`src/hw/adxl_sync_pkg.sv`:
```
/*
  shared widths and ESP32 programming pin codes for the ADXL355 sync logger
  codes are {en, io0}; both pins are active low on the ESP32 side
*/
package adxl_sync_pkg;

  // monitor and counter widths
  localparam int unsigned phase_mon_w = 8;   // top accumulator bits shown as phase
  localparam int unsigned sync_cnt_w  = 12;  // enough for 4095 SYNC per interval

  // {en, io0} codes for the ESP32
  localparam logic [1:0] prog_run   = 2'b11; // normal run, both released
  localparam logic [1:0] prog_boot  = 2'b10; // io0 low, boot to serial download
  localparam logic [1:0] prog_reset = 2'b01; // en low, chip held in reset

  // strap bits on sd_d[3:1] (gpio13, gpio12, gpio4) while programming
  // gpio12 must stay low with unprogrammed efuse
  localparam logic [2:0] strap_boot = 3'b101;

endpackage

```
`src/hw/adxl355_pps_sync_top.sv`:
```
`timescale 1ns/1ps
/*
  PPS-disciplined DRDY/SYNC for the ADXL355 logger, single clock domain
  pps_in, trims and FTDI lines are asynchronous; only pps_in is synchronized
  SD lanes come out as value plus enable, tristate at the pads
*/
module adxl355_pps_sync_top #(
  parameter int unsigned clk_hz            = 40_000_000,
  parameter int unsigned pps_n             = 1,
  parameter int unsigned pps_s             = 1,
  parameter int unsigned pps_tol_cyc       = 20_000,  // 500 us at 40 MHz
  parameter int unsigned sync_hz           = 1000,    // sensor sample rate
  parameter int unsigned pa_bits           = 30,
  parameter int unsigned prog_timeout_bits = 26       // about 1.7 s at 40 MHz
) (
  input  logic                                  clk,
  input  logic                                  arst_n,
  input  logic                                  pps_in,
  input  logic                                  faster,
  input  logic                                  slower,
  input  logic                                  hold_gpio0,
  input  logic                                  ftdi_ndtr,
  input  logic                                  ftdi_nrts,
  input  logic                                  ftdi_txd,
  input  logic                                  wifi_txd,
  input  logic                                  esp_csn,
  input  logic                                  esp_mosi,
  input  logic                                  esp_sclk,
  input  logic                                  adxl_miso,
  output logic                                  drdy,
  output logic [adxl_sync_pkg::phase_mon_w-1:0] phase,
  output logic                                  pps_valid,
  output logic                                  sync_locked,
  output logic [adxl_sync_pkg::sync_cnt_w-1:0]  sync_count,
  output logic                                  pps_feedback,
  output logic                                  ftdi_rxd,
  output logic                                  wifi_rxd,
  output logic                                  wifi_en,
  output logic                                  wifi_gpio0,
  output logic [3:0]                            sd_d,
  output logic                                  sd_oe,
  output logic                                  adxl_csn,
  output logic                                  adxl_mosi,
  output logic                                  adxl_sclk,
  output logic                                  esp_miso
);

  logic pps_edge;

  // serial and SPI straight through, ESP32 is SPI master
  assign ftdi_rxd     = wifi_txd;
  assign wifi_rxd     = ftdi_txd;
  assign adxl_csn     = esp_csn;
  assign adxl_mosi    = esp_mosi;
  assign adxl_sclk    = esp_sclk;
  assign esp_miso     = adxl_miso;
  assign pps_feedback = pps_in;  // ESP32 watches its own PPS

  pps_checker #(
    .clk_hz(clk_hz), .pps_n(pps_n), .pps_s(pps_s), .pps_tol_cyc(pps_tol_cyc)
  ) u_pps_checker (
    .clk(clk), .arst_n(arst_n), .pps_in(pps_in),
    .pps_edge(pps_edge), .pps_valid(pps_valid)
  );

  sync_nco #(
    .clk_hz(clk_hz), .pps_n(pps_n), .pps_s(pps_s),
    .sync_hz(sync_hz), .pa_bits(pa_bits)
  ) u_sync_nco (
    .clk(clk), .arst_n(arst_n), .pps_edge(pps_edge), .pps_valid(pps_valid),
    .faster(faster), .slower(slower),
    .sync(drdy), .phase(phase), .sync_locked(sync_locked)
  );

  sync_period_counter u_sync_period_counter (
    .clk(clk), .arst_n(arst_n), .pps_edge(pps_edge), .sync(drdy),
    .sync_count(sync_count)
  );

  esp32_prog_ctrl #(
    .prog_timeout_bits(prog_timeout_bits)
  ) u_esp32_prog_ctrl (
    .clk(clk), .arst_n(arst_n), .ftdi_ndtr(ftdi_ndtr), .ftdi_nrts(ftdi_nrts),
    .hold_gpio0(hold_gpio0), .wifi_en(wifi_en), .wifi_gpio0(wifi_gpio0),
    .sd_d(sd_d), .sd_oe(sd_oe)
  );

endmodule

```
`src/hw/esp32_prog_ctrl.sv`:
```
`timescale 1ns/1ps
/*
  ESP32 auto-program glue: FTDI DTR/RTS to EN/IO0, BTN0 can hold io0 low
  SD lane straps are driven for 2^prog_timeout_bits cycles after boot entry
  sd_d is only meaningful while sd_oe is high, pads must tristate otherwise
*/
module esp32_prog_ctrl #(
  parameter int unsigned prog_timeout_bits = 26
) (
  input  logic       clk,
  input  logic       arst_n,
  input  logic       ftdi_ndtr,
  input  logic       ftdi_nrts,
  input  logic       hold_gpio0,
  output logic       wifi_en,
  output logic       wifi_gpio0,
  output logic [3:0] sd_d,
  output logic       sd_oe
);

  logic [1:0]                 prog_in;
  logic [1:0]                 prog_in_prev;
  logic [1:0]                 prog_out;     // {en, io0}
  logic [prog_timeout_bits:0] release_tmr;  // top bit set = released

  assign prog_in = {ftdi_ndtr, ftdi_nrts};

  // usual nodemcu two-transistor mapping
  always_comb
  begin
    case (prog_in)
      2'b10:   prog_out = adxl_sync_pkg::prog_reset;
      2'b01:   prog_out = adxl_sync_pkg::prog_boot;
      default: prog_out = adxl_sync_pkg::prog_run;  // 00 and 11
    endcase
  end

  assign wifi_en    = prog_out[1];
  assign wifi_gpio0 = prog_out[0] & hold_gpio0;  // button low forces io0 low

  always_ff @(posedge clk or negedge arst_n)
  begin
    if (!arst_n)
    begin
      prog_in_prev <= 2'b00;  // needs an idle 11 before a boot entry counts
      release_tmr  <= {1'b1, {prog_timeout_bits{1'b0}}};
    end
    else
    begin
      prog_in_prev <= prog_in;
      if (prog_out == adxl_sync_pkg::prog_boot && prog_in_prev == 2'b11)
        release_tmr <= '0;    // restart on boot entry
      else if (!release_tmr[prog_timeout_bits])
        release_tmr <= release_tmr + 1'b1;
    end
  end

  // gpio2 must follow gpio0 in download mode
  assign sd_oe = ~release_tmr[prog_timeout_bits];
  assign sd_d  = {adxl_sync_pkg::strap_boot, prog_out[0]};

endmodule

```
`src/hw/pps_checker.sv`:
```
`timescale 1ns/1ps
/*
  PPS edge detector and interval check, two-flop synchronizer on pps_in
  pps_edge comes 3 cycles after the pin edge; the first edge after reset
  is always judged invalid since there is no previous edge to measure from
*/
module pps_checker #(
  parameter int unsigned clk_hz      = 40_000_000,
  parameter int unsigned pps_n       = 1,
  parameter int unsigned pps_s       = 1,
  parameter int unsigned pps_tol_cyc = 20_000
) (
  input  logic clk,
  input  logic arst_n,
  input  logic pps_in,
  output logic pps_edge,
  output logic pps_valid
);

  // nominal interval in clk cycles, 64 bit to avoid overflow of clk_hz*pps_s
  localparam longint unsigned nom_cyc = 64'(clk_hz) * 64'(pps_s) / 64'(pps_n);
  localparam longint unsigned lo_cyc  = nom_cyc - 64'(pps_tol_cyc);
  localparam longint unsigned hi_cyc  = nom_cyc + 64'(pps_tol_cyc);
  localparam int unsigned     cnt_w   = $clog2(hi_cyc + 2); // holds hi_cyc+1

  localparam logic [cnt_w-1:0] lo_c = cnt_w'(lo_cyc);
  localparam logic [cnt_w-1:0] hi_c = cnt_w'(hi_cyc);

  logic             pps_meta;  // first sync stage
  logic             pps_sync;  // second sync stage
  logic             pps_prev;  // for edge detect
  logic             rise;
  logic [cnt_w-1:0] ivl_cnt;   // cycles since last edge, saturates at hi_c+1

  assign rise = pps_sync & ~pps_prev;

  always_ff @(posedge clk or negedge arst_n)
  begin
    if (!arst_n)
    begin
      pps_meta  <= 1'b0;
      pps_sync  <= 1'b0;
      pps_prev  <= 1'b0;
      pps_edge  <= 1'b0;
      pps_valid <= 1'b0;
      ivl_cnt   <= hi_c + 1'b1; // start out of range
    end
    else
    begin
      pps_meta <= pps_in;
      pps_sync <= pps_meta;
      pps_prev <= pps_sync;
      pps_edge <= rise;         // 3rd cycle after pin edge
      if (rise)
      begin
        // count here equals the interval, since restart loads 1
        pps_valid <= (ivl_cnt >= lo_c) && (ivl_cnt <= hi_c);
        ivl_cnt   <= cnt_w'(1);
      end
      else if (ivl_cnt <= hi_c)
        ivl_cnt <= ivl_cnt + 1'b1;
      else
        pps_valid <= 1'b0;      // edge missing or late
    end
  end

endmodule

```
`src/hw/sync_nco.sv`:
```
`timescale 1ns/1ps
/*
  phase accumulator SYNC/DRDY generator disciplined by accepted PPS edges
  SYNC rising edge is steered onto pps_edge (3 cycles behind the pin)
  pa_bits must be larger than phase_mon_w and the PPS interval in cycles
  must fit below 2^pa_bits; sync_hz below clk_hz/2
*/
module sync_nco #(
  parameter int unsigned clk_hz  = 40_000_000,
  parameter int unsigned pps_n   = 1,
  parameter int unsigned pps_s   = 1,
  parameter int unsigned sync_hz = 1000,
  parameter int unsigned pa_bits = 30
) (
  input  logic                                   clk,
  input  logic                                   arst_n,
  input  logic                                   pps_edge,
  input  logic                                   pps_valid,
  input  logic                                   faster,
  input  logic                                   slower,
  output logic                                   sync,
  output logic [adxl_sync_pkg::phase_mon_w-1:0]  phase,
  output logic                                   sync_locked
);

  // cycles per PPS interval, sets the frequency loop gain
  localparam longint unsigned ivl_cyc = 64'(clk_hz) * 64'(pps_s) / 64'(pps_n);
  // shift so that err/2^corr_sh is between 0.5 and 1 of err/ivl_cyc
  localparam int unsigned     corr_sh = $clog2(ivl_cyc);
  // rounded sync_hz * 2^pa_bits / clk_hz
  localparam logic [pa_bits-1:0] inc_nom =
    pa_bits'(((64'(sync_hz) << pa_bits) + 64'(clk_hz / 2)) / 64'(clk_hz));

  logic        [pa_bits-1:0] acc;       // phase accumulator
  logic        [pa_bits-1:0] inc;       // current increment, trimmed per PPS
  logic        [pa_bits-1:0] step;      // increment plus manual trim
  logic signed [pa_bits-1:0] ph_err;    // distance from SYNC rising edge
  logic signed [pa_bits-1:0] half_err;
  logic signed [pa_bits-1:0] freq_err;
  logic                      corr;      // accepted PPS edge this cycle
  logic                      in_win;
  logic                      win_prev;  // previous valid edge was in window

  // acc minus half scale, read signed
  // zero when the MSB has just risen
  assign ph_err   = {~acc[pa_bits-1], acc[pa_bits-2:0]};
  assign half_err = ph_err >>> 1;        // phase step, halfway to zero
  assign freq_err = ph_err >>> corr_sh;  // about err per interval cycle
  assign corr     = pps_edge & pps_valid;

  // |ph_err| below a quarter period, i.e. acc in [1/4, 3/4) of full scale
  assign in_win = acc[pa_bits-1] ^ acc[pa_bits-2];

  // one LSB per cycle while a trim input is held, both cancel
  assign step = inc + pa_bits'(faster) - pa_bits'(slower);

  always_ff @(posedge clk or negedge arst_n)
  begin
    if (!arst_n)
    begin
      acc <= '0;
      inc <= inc_nom;
    end
    else if (corr)
    begin
      acc <= acc + step - $unsigned(half_err);
      inc <= inc - $unsigned(freq_err);  // used from next cycle
    end
    else
      acc <= acc + step;
  end

  // lock needs two valid edges in a row inside the window
  always_ff @(posedge clk or negedge arst_n)
  begin
    if (!arst_n)
    begin
      win_prev    <= 1'b0;
      sync_locked <= 1'b0;
    end
    else if (!pps_valid)
    begin
      win_prev    <= 1'b0;  // lost or bad PPS
      sync_locked <= 1'b0;
    end
    else if (pps_edge)
    begin
      if (in_win)
      begin
        win_prev    <= 1'b1;
        sync_locked <= win_prev;
      end
      else
      begin
        win_prev    <= 1'b0;
        sync_locked <= 1'b0;
      end
    end
  end

  assign sync  = acc[pa_bits-1];  // 50% duty SYNC/DRDY
  assign phase = acc[pa_bits-1 -: adxl_sync_pkg::phase_mon_w];

endmodule

```
`src/hw/sync_period_counter.sv`:
```
`timescale 1ns/1ps
/*
  SYNC pulses per PPS interval, for monitoring only
  counts SYNC falling edges, half a period away from the PPS-aligned rise
  running count saturates, sync_count holds the last full interval
*/
module sync_period_counter (
  input  logic                                  clk,
  input  logic                                  arst_n,
  input  logic                                  pps_edge,
  input  logic                                  sync,
  output logic [adxl_sync_pkg::sync_cnt_w-1:0]  sync_count
);

  logic                                 sync_prev;
  logic                                 sync_fall;
  logic [adxl_sync_pkg::sync_cnt_w-1:0] run_cnt;  // falls since last PPS

  assign sync_fall = sync_prev & ~sync;

  always_ff @(posedge clk or negedge arst_n)
  begin
    if (!arst_n)
    begin
      sync_prev  <= 1'b0;
      run_cnt    <= '0;
      sync_count <= '0;
    end
    else
    begin
      sync_prev <= sync;
      if (pps_edge)
      begin
        sync_count <= run_cnt;            // visible 1 cycle after pps_edge
        run_cnt    <= '0;
        run_cnt[0] <= sync_fall;          // keep a fall on the edge cycle
      end
      else if (sync_fall && !(&run_cnt))
        run_cnt <= run_cnt + 1'b1;
    end
  end

endmodule

```
`config.mk`:
```
export PLATFORM = sky130hd
export DESIGN_NAME = adxl355_pps_sync_top
export DESIGN_NICKNAME = d
export VERILOG_FILES = /design/src/hw/adxl_sync_pkg.sv /design/src/hw/adxl355_pps_sync_top.sv /design/src/hw/esp32_prog_ctrl.sv /design/src/hw/pps_checker.sv /design/src/hw/sync_nco.sv /design/src/hw/sync_period_counter.sv
export SDC_FILE = /design/constraint.sdc
export NUM_CORES = 1
export LEC_CHECK = 0
export BUFFER_PORTS_ARGS = -buffer_cell sky130_fd_sc_hd__buf_4
export CORE_AREA = 3 3 183 132
export CTS_CLUSTER_DIAMETER = 200
export DETAILED_ROUTE_END_ITERATION = 10
export DIE_AREA = 0 0 186 135
export GPL_ROUTABILITY_DRIVEN = 1
export GPL_TIMING_DRIVEN = 0
export PLACE_DENSITY = 0.69
export RECOVER_POWER = 25
export SLEW_MARGIN = 15
export SYNTH_ARGS = -nofsm -noshare
export SYNTH_HDL_FRONTEND = slang
export SYNTH_SLANG_ARGS = --single-unit
export TNS_END_PERCENT = 20
```
`constraint.sdc`:
```
create_clock -name clk -period 6.5 [get_ports clk]
set_clock_uncertainty 0.05 [all_clocks]
set_input_delay 0.975 -clock clk [delete_from_list [all_inputs] [get_ports clk]]
set_output_delay 0.975 -clock clk [all_outputs]
set_load 0.05 [all_outputs]
```
### Word-level counts from Yosys, hierarchy flattened

Index checks and enable logic that the tools add are counted.

| cells by class | value |
|---|---|
| reduce and logical (&&, ||, !) cells | 7 |
| add/subtract/negate cells | 8 |
| eq/ne operators | 7 |
| bitwise gates (word level) | 8 |
| multiplexer cells | 16 |
| order comparisons | 2 |

Operator list:

| kind | count |
|---|---|
| subtractor 30 bit | 2 |
| 2-to-1 mux 27 bit | 2 |
| 2-to-1 mux 26 bit | 2 |
| adder 30 x 1 -> 30 bit | 1 |
| adder 30 bit | 1 |
| 2-to-1 mux 30 bit | 1 |
| subtractor 30 x 1 -> 30 bit | 1 |
| adder 27 x 1 -> 27 bit, second input constant | 1 |
| adder 26 x 1 -> 26 bit, second input constant | 1 |
| greater-or-equal comparator 26 bit, second input constant | 1 |
| <= comparator 26 bit, second input constant | 1 |
| 2-to-1 mux 12 bit | 2 |
| adder 12 x 1 -> 12 bit, second input constant | 1 |
| AND reduction 12 bit | 1 |
| 2-to-1 mux 1 bit | 8 |
| equality test 2 bit, second input constant | 3 |
| AND 1 bit | 4 |
| inequality test 2 x 1 -> 1 bit, second input constant | 2 |
| case mux 2 bit (2 select lines) | 1 |
| nonzero test 2 bit | 2 |
| logical AND 1 bit | 3 |
| inverter 1 bit | 3 |
| equality test 2 x 1 -> 1 bit, second input constant | 1 |
| inequality test 2 bit, second input constant | 1 |
| other kinds (2) | 2 |

| storage, ports and cells | value |
|---|---|
| input bits | 14 |
| output and inout port bits | 37 |
| word-level logic and storage cells | 64 |
| register bits after elaboration | 147 |

### Depth between registers and ports, before layout

| depth | value |
|---|---|
| word-level depth | 5 |
| gate-level depth with buffers | 22 |
| gate-level depth less buffers | 22 |

### Cells and area by module

Synthesis repeated with hierarchy kept, for this count alone.

| second synthesis, totals | value |
|---|---|
| cell total of the unflattened synthesis | 1359 |
| area total of the unflattened synthesis | 11737.5 um^2 |

By module, submodules not included:

| module | sequential area each (um^2) | instances | area each (um^2) | cells each |
|---|---|---|---|---|
| sync_nco | 1561.5 | 1 | 7134.3 | 903 |
| pps_checker | 787.0 | 1 | 1741.7 | 182 |
| esp32_prog_ctrl | 726.9 | 1 | 1535.2 | 161 |
| sync_period_counter | 625.6 | 1 | 1273.7 | 106 |
| adxl355_pps_sync_top | 0.0 | 1 | 52.6 | 7 |

### Worst setup path before layout

No wires, ideal clock.

| timing path | value |
|---|---|
| path kind | input-to-reg |
| from | in slower |
| to | reg u_sync_nco.acc[22] |
| path buffers | 0 |
| required time | 6.331 ns |
| slack | 1.317 ns |
| cell stages on the path | 21 |
| data arrival time | 5.014 ns |
| cells stage by stage | ha_1 > fa_1 > inv_1 > fa_1 > a211oi_1 > o21bai_1 > o2111ai_1 > a32oi_1 > a21oi_1 > o21bai_1 > xor2_1 > ha_1 > nand4_1 > nor2_1 > nand3_1 > or3_1 > a21o_1 > a21boi_0 > or3_1 > and3_1 > a21bo_2 |

| on the way | value |
|---|---|
| cells in the longest elaborated chain, start to end | 4 |

Ends and longest elaborated chain:

| what | RTL line | text |
|---|---|---|
| start, declared | adxl355_pps_sync_top.sv:20 | `input logic slower,` |
| subtractor 30 x 1 -> 30 bit (*) | sync_nco.sv:55 | `assign step = inc + pa_bits'(faster) - pa_bits'(slower);` |
| adder 30 bit (*) | sync_nco.sv:66, sync_nco.sv:70 |  |
| subtractor 30 bit | sync_nco.sv:66 | `acc <= acc + step - $unsigned(half_err);` |
| 2-to-1 mux 30 bit (*) | sync_nco.sv:64 | `else if (corr)` |
| end signal, assigned | sync_nco.sv:66 |  |
| end signal, assigned | sync_nco.sv:70 | `acc <= acc + step;` |
| end, declared | sync_nco.sv:34 | `logic [pa_bits-1:0] acc;` |

Mark *: on every way between the ends. The rest lies on a longest branch, timed or not.
A chain may end at the register's enable or synchronous reset.

### Worst setup path after layout

| timing path | value |
|---|---|
| from | in slower |
| to | reg u_sync_nco.acc[27] |

Same word-level chain as after synthesis.

==> results.md <==
* GRT overflow at 0
* Chip width at 186 µm
* Violated checks: capacitance limit, slew limit
* Die Span Y at ~140 µm
* Reg-to-Reg End: u_sync_nco.acc[27]
* I/O pins at 51
* Largest net degree at the start of global routing at roughly 110
* Final Util at 57.7%
* YS warnings at 0
* Row Count at 46
* Vias/cell at about 5.6
* DIE AREA at 25100 µm²
* FF-to-FF Start: u_sync_nco.inc[0]
* CP Max Fanout at 6
* Gate Count Post-Synth at ~1400
* Starting Density at approximately 52%
* CTS buffer count at 17
* Global-route usage over all layers at about 23%
* Core Area at around 22000 µm²
* Final ANT Viol Nets at 0
* Relative slew margins at -70.2%
* Top-count cell post-synth: inv_1
* Number of flops mapped to enable cells by yosys at 0
* Max Fclk at ~170 MHz
* Status: finished with violations
* Clock sink count at approximately 150
* Avg Synthesized Cell Area at 8.35 µm²
* Post_cts resized at 0
* R2r setup slk at approximately 790 ps
* Min-Delay Endpoint: u_pps_checker.pps_sync
* RD Place Congestion at 0.894
* Yosys reg bits at about 150
* Max-slew violation count at 150
* Max_cap viols at 2
* R2r worst-path depth at 21
* Synth-to-Final Area Change at 11.2%
* Synth area leaders: dfrtp_1 28%, ha_1 13%, inv_1 4.9%
* Measured slew at the worst slew-check pin at ~2600 ps
* Bufs on Longest Clock Path at 2
* Dpl hpwl at 21.3 mm
* Vias at between 9000 and 10000
* Crit start category: primary input
* Clk Latency, worst-skew pair at ~440 ps
* Drt first-iter violations at 732
* Main synth FF type: dfrtp_1
* # setup viols final at 0
* First-pass GRT wire length at 45.7 mm
* Crit path required time at slightly below 7000 ps
* Final Hold Fails at 0
* Hold_sp: u_pps_checker.pps_meta
* Vias in the first global route at approximately 9000
* Final period util at 91.6%
* Final min period at between 5000 and 6000 ps
* Hold depth at 0
* Critical path endpoint category: flop
* Sequential fraction of the synthesis area at 31.8%
* CTS tree: yes
* Post-synthesis cell area at about 12000 µm²
* # port buffers at between 40 and 50
* Initial antenna violation count at 0
* RSZ-0062 raised after global routing: false
* # Post-CTS Setup Buffers at 0
* # hold bufs at CTS at 0
* WP data arrival at slightly above 6000 ps
* CTS root buf: clkbuf_16
* Post-synthesis async set-or-reset flop share at 100%
* Area share of the largest cell type after synthesis at ~28%
* Drc violations at 0
* Layout cells sized above 1 at a little under a tenth
* Routed wire length at around 28 mm
* TritonRoute pass-1 iters at 7
* Clock transition at the registers of the reported paths at 70 ps
* WL per Instance at 16.0 µm
* Area leader, netlist: dfrtp_1
* Most frequent cells after synthesis: 151 x inv_1, 129 x dfrtp_1, 127 x nand2_1
* Cell variety after synth at just under 70
* HP Class: reg2reg
* H-tree levels at 4
* Fin nets at 1595
* CP Class: in2reg
* Sum Neg Setup Slack at 0 ps
* Ant diodes at 0
## cells in the final DEF, fill, tap and decap left out, drive strengths merged, types with 4 or more instances in the layout
| cell | instances |
|---|---|
| a31o | 4 |
| and2 | 12 |
| nand3 | 39 |
| o21a | 15 |
| nor3 | 30 |
| a21boi | 5 |
| or3 | 22 |
| a211oi | 13 |
| dfstp | 18 |
| nand4 | 22 |
| xnor2 | 56 |
| nand2 | 127 |
| dfrtp | 129 |
| nor2b | 14 |
| mux2i | 4 |
| a21o | 38 |
| and4 | 10 |
| inv | 160 |
| and3 | 17 |
| clkbuf | 53 |
| xor2 | 58 |
| o211ai | 7 |
| buf | 60 |
| nor2 | 118 |
| fa | 4 |
| nor4 | 6 |
| ha | 119 |
| mux2 | 19 |
| o21bai | 15 |
| a21oi | 88 |
| clkinv | 5 |
| o21ai | 89 |
| nand3b | 4 |
| a31oi | 11 |
| o31ai | 10 |
| nand2b | 18 |
## cell families after synthesis
group | synth area share (%)
other | 0.0645
muxes | 2.18
adders and majority gates | 13.5
xor gates and xnor gates | 8.58
buffers and inverters | 7.25
and+or+nand+nor | 18.4
AOI/OAI and AO/OA | 18.2
DFF | 31.8
## stage by stage
step	worst slack [ps]	cell area [µm²]	hold WS, ps	std cells
CTS	758	13000	309	1759
floorplan	1320	11600	281	1396
detailed placement	306	12400	295	1727
finish	548	12900	307	1759
global route	359	12900	312	1759
global placement	314	12300	293	1725
## critical path, cell delays in order
cell and delay [ps]:
buf_4 110, ha_1 280, fa_1 210, inv_1 60, fa_1 420, a211oi_1 310
o21bai_1 160, o2111ai_1 350, a32oi_1 290, a21oi_1 330, o21ai_0 110, a21oi_1 200
xnor2_1 140, ha_1 420, nand4_1 140, or3_1 400, o211ai_1 230, nand2_1 140
a21o_1 190, a311oi_1 550, nand2_1 160
## area by class of cell
| type | instances | area [µm²] |
|---|---|---|
| Fill cell | 2039 | 9500 |
| Multi-Input combinational cell | 1044 | 7100 |
| Sequential cell | 147 | 3700 |
| Inverter | 152 | 571 |
| Clock buffer | 17 | 425 |
| Tap cell | 288 | 360 |
| Timing Repair Buffer | 43 | 329 |
| Buffer | 53 | 274 |
| Clock inverter | 15 | 184 |
## worst max-delay path by stage
| stage | from | endpoint | slack, ps |
|---|---|---|---|
| 6_report | slower | u_sync_nco.acc[27] | 550 |
| 4_1_cts | slower | u_sync_nco.acc[27] | 760 |
| 2_1_floorplan | slower | u_sync_nco.acc[22] | 1320 |
| 3_5_place_dp | slower | u_sync_nco.acc[27] | 310 |
| 3_3_place_gp | slower | u_sync_nco.acc[27] | 310 |
| 5_1_grt | slower | u_sync_nco.acc[27] | 360 |
## metal layers
layer | vias up | part of all wire, % | track usage [%]
met5 | - | 0 | 0
met4 | 0 | 1.1 | 5.00
met3 | 25 | 5.5 | 4.55
met2 | 240 | 40 | 31.9
met1 | 4698 | 53 | 35.8
li1 | 4956 | - | -
## registers in the layout (all words and copies together), names as in the netlist, 2 cells and up
register and count:
u_sync_period_counter.sync_count 12, u_sync_nco.acc 30, u_esp32_prog_ctrl.prog_in_prev 2, u_pps_checker.ivl_cnt 26, u_esp32_prog_ctrl.release_tmr 27, u_sync_nco.inc 30
u_sync_period_counter.run_cnt 12
Power is left out: the tool's default activity adds up to more than one toggle a clock period on the data nets, which glitch-free logic cannot reach.
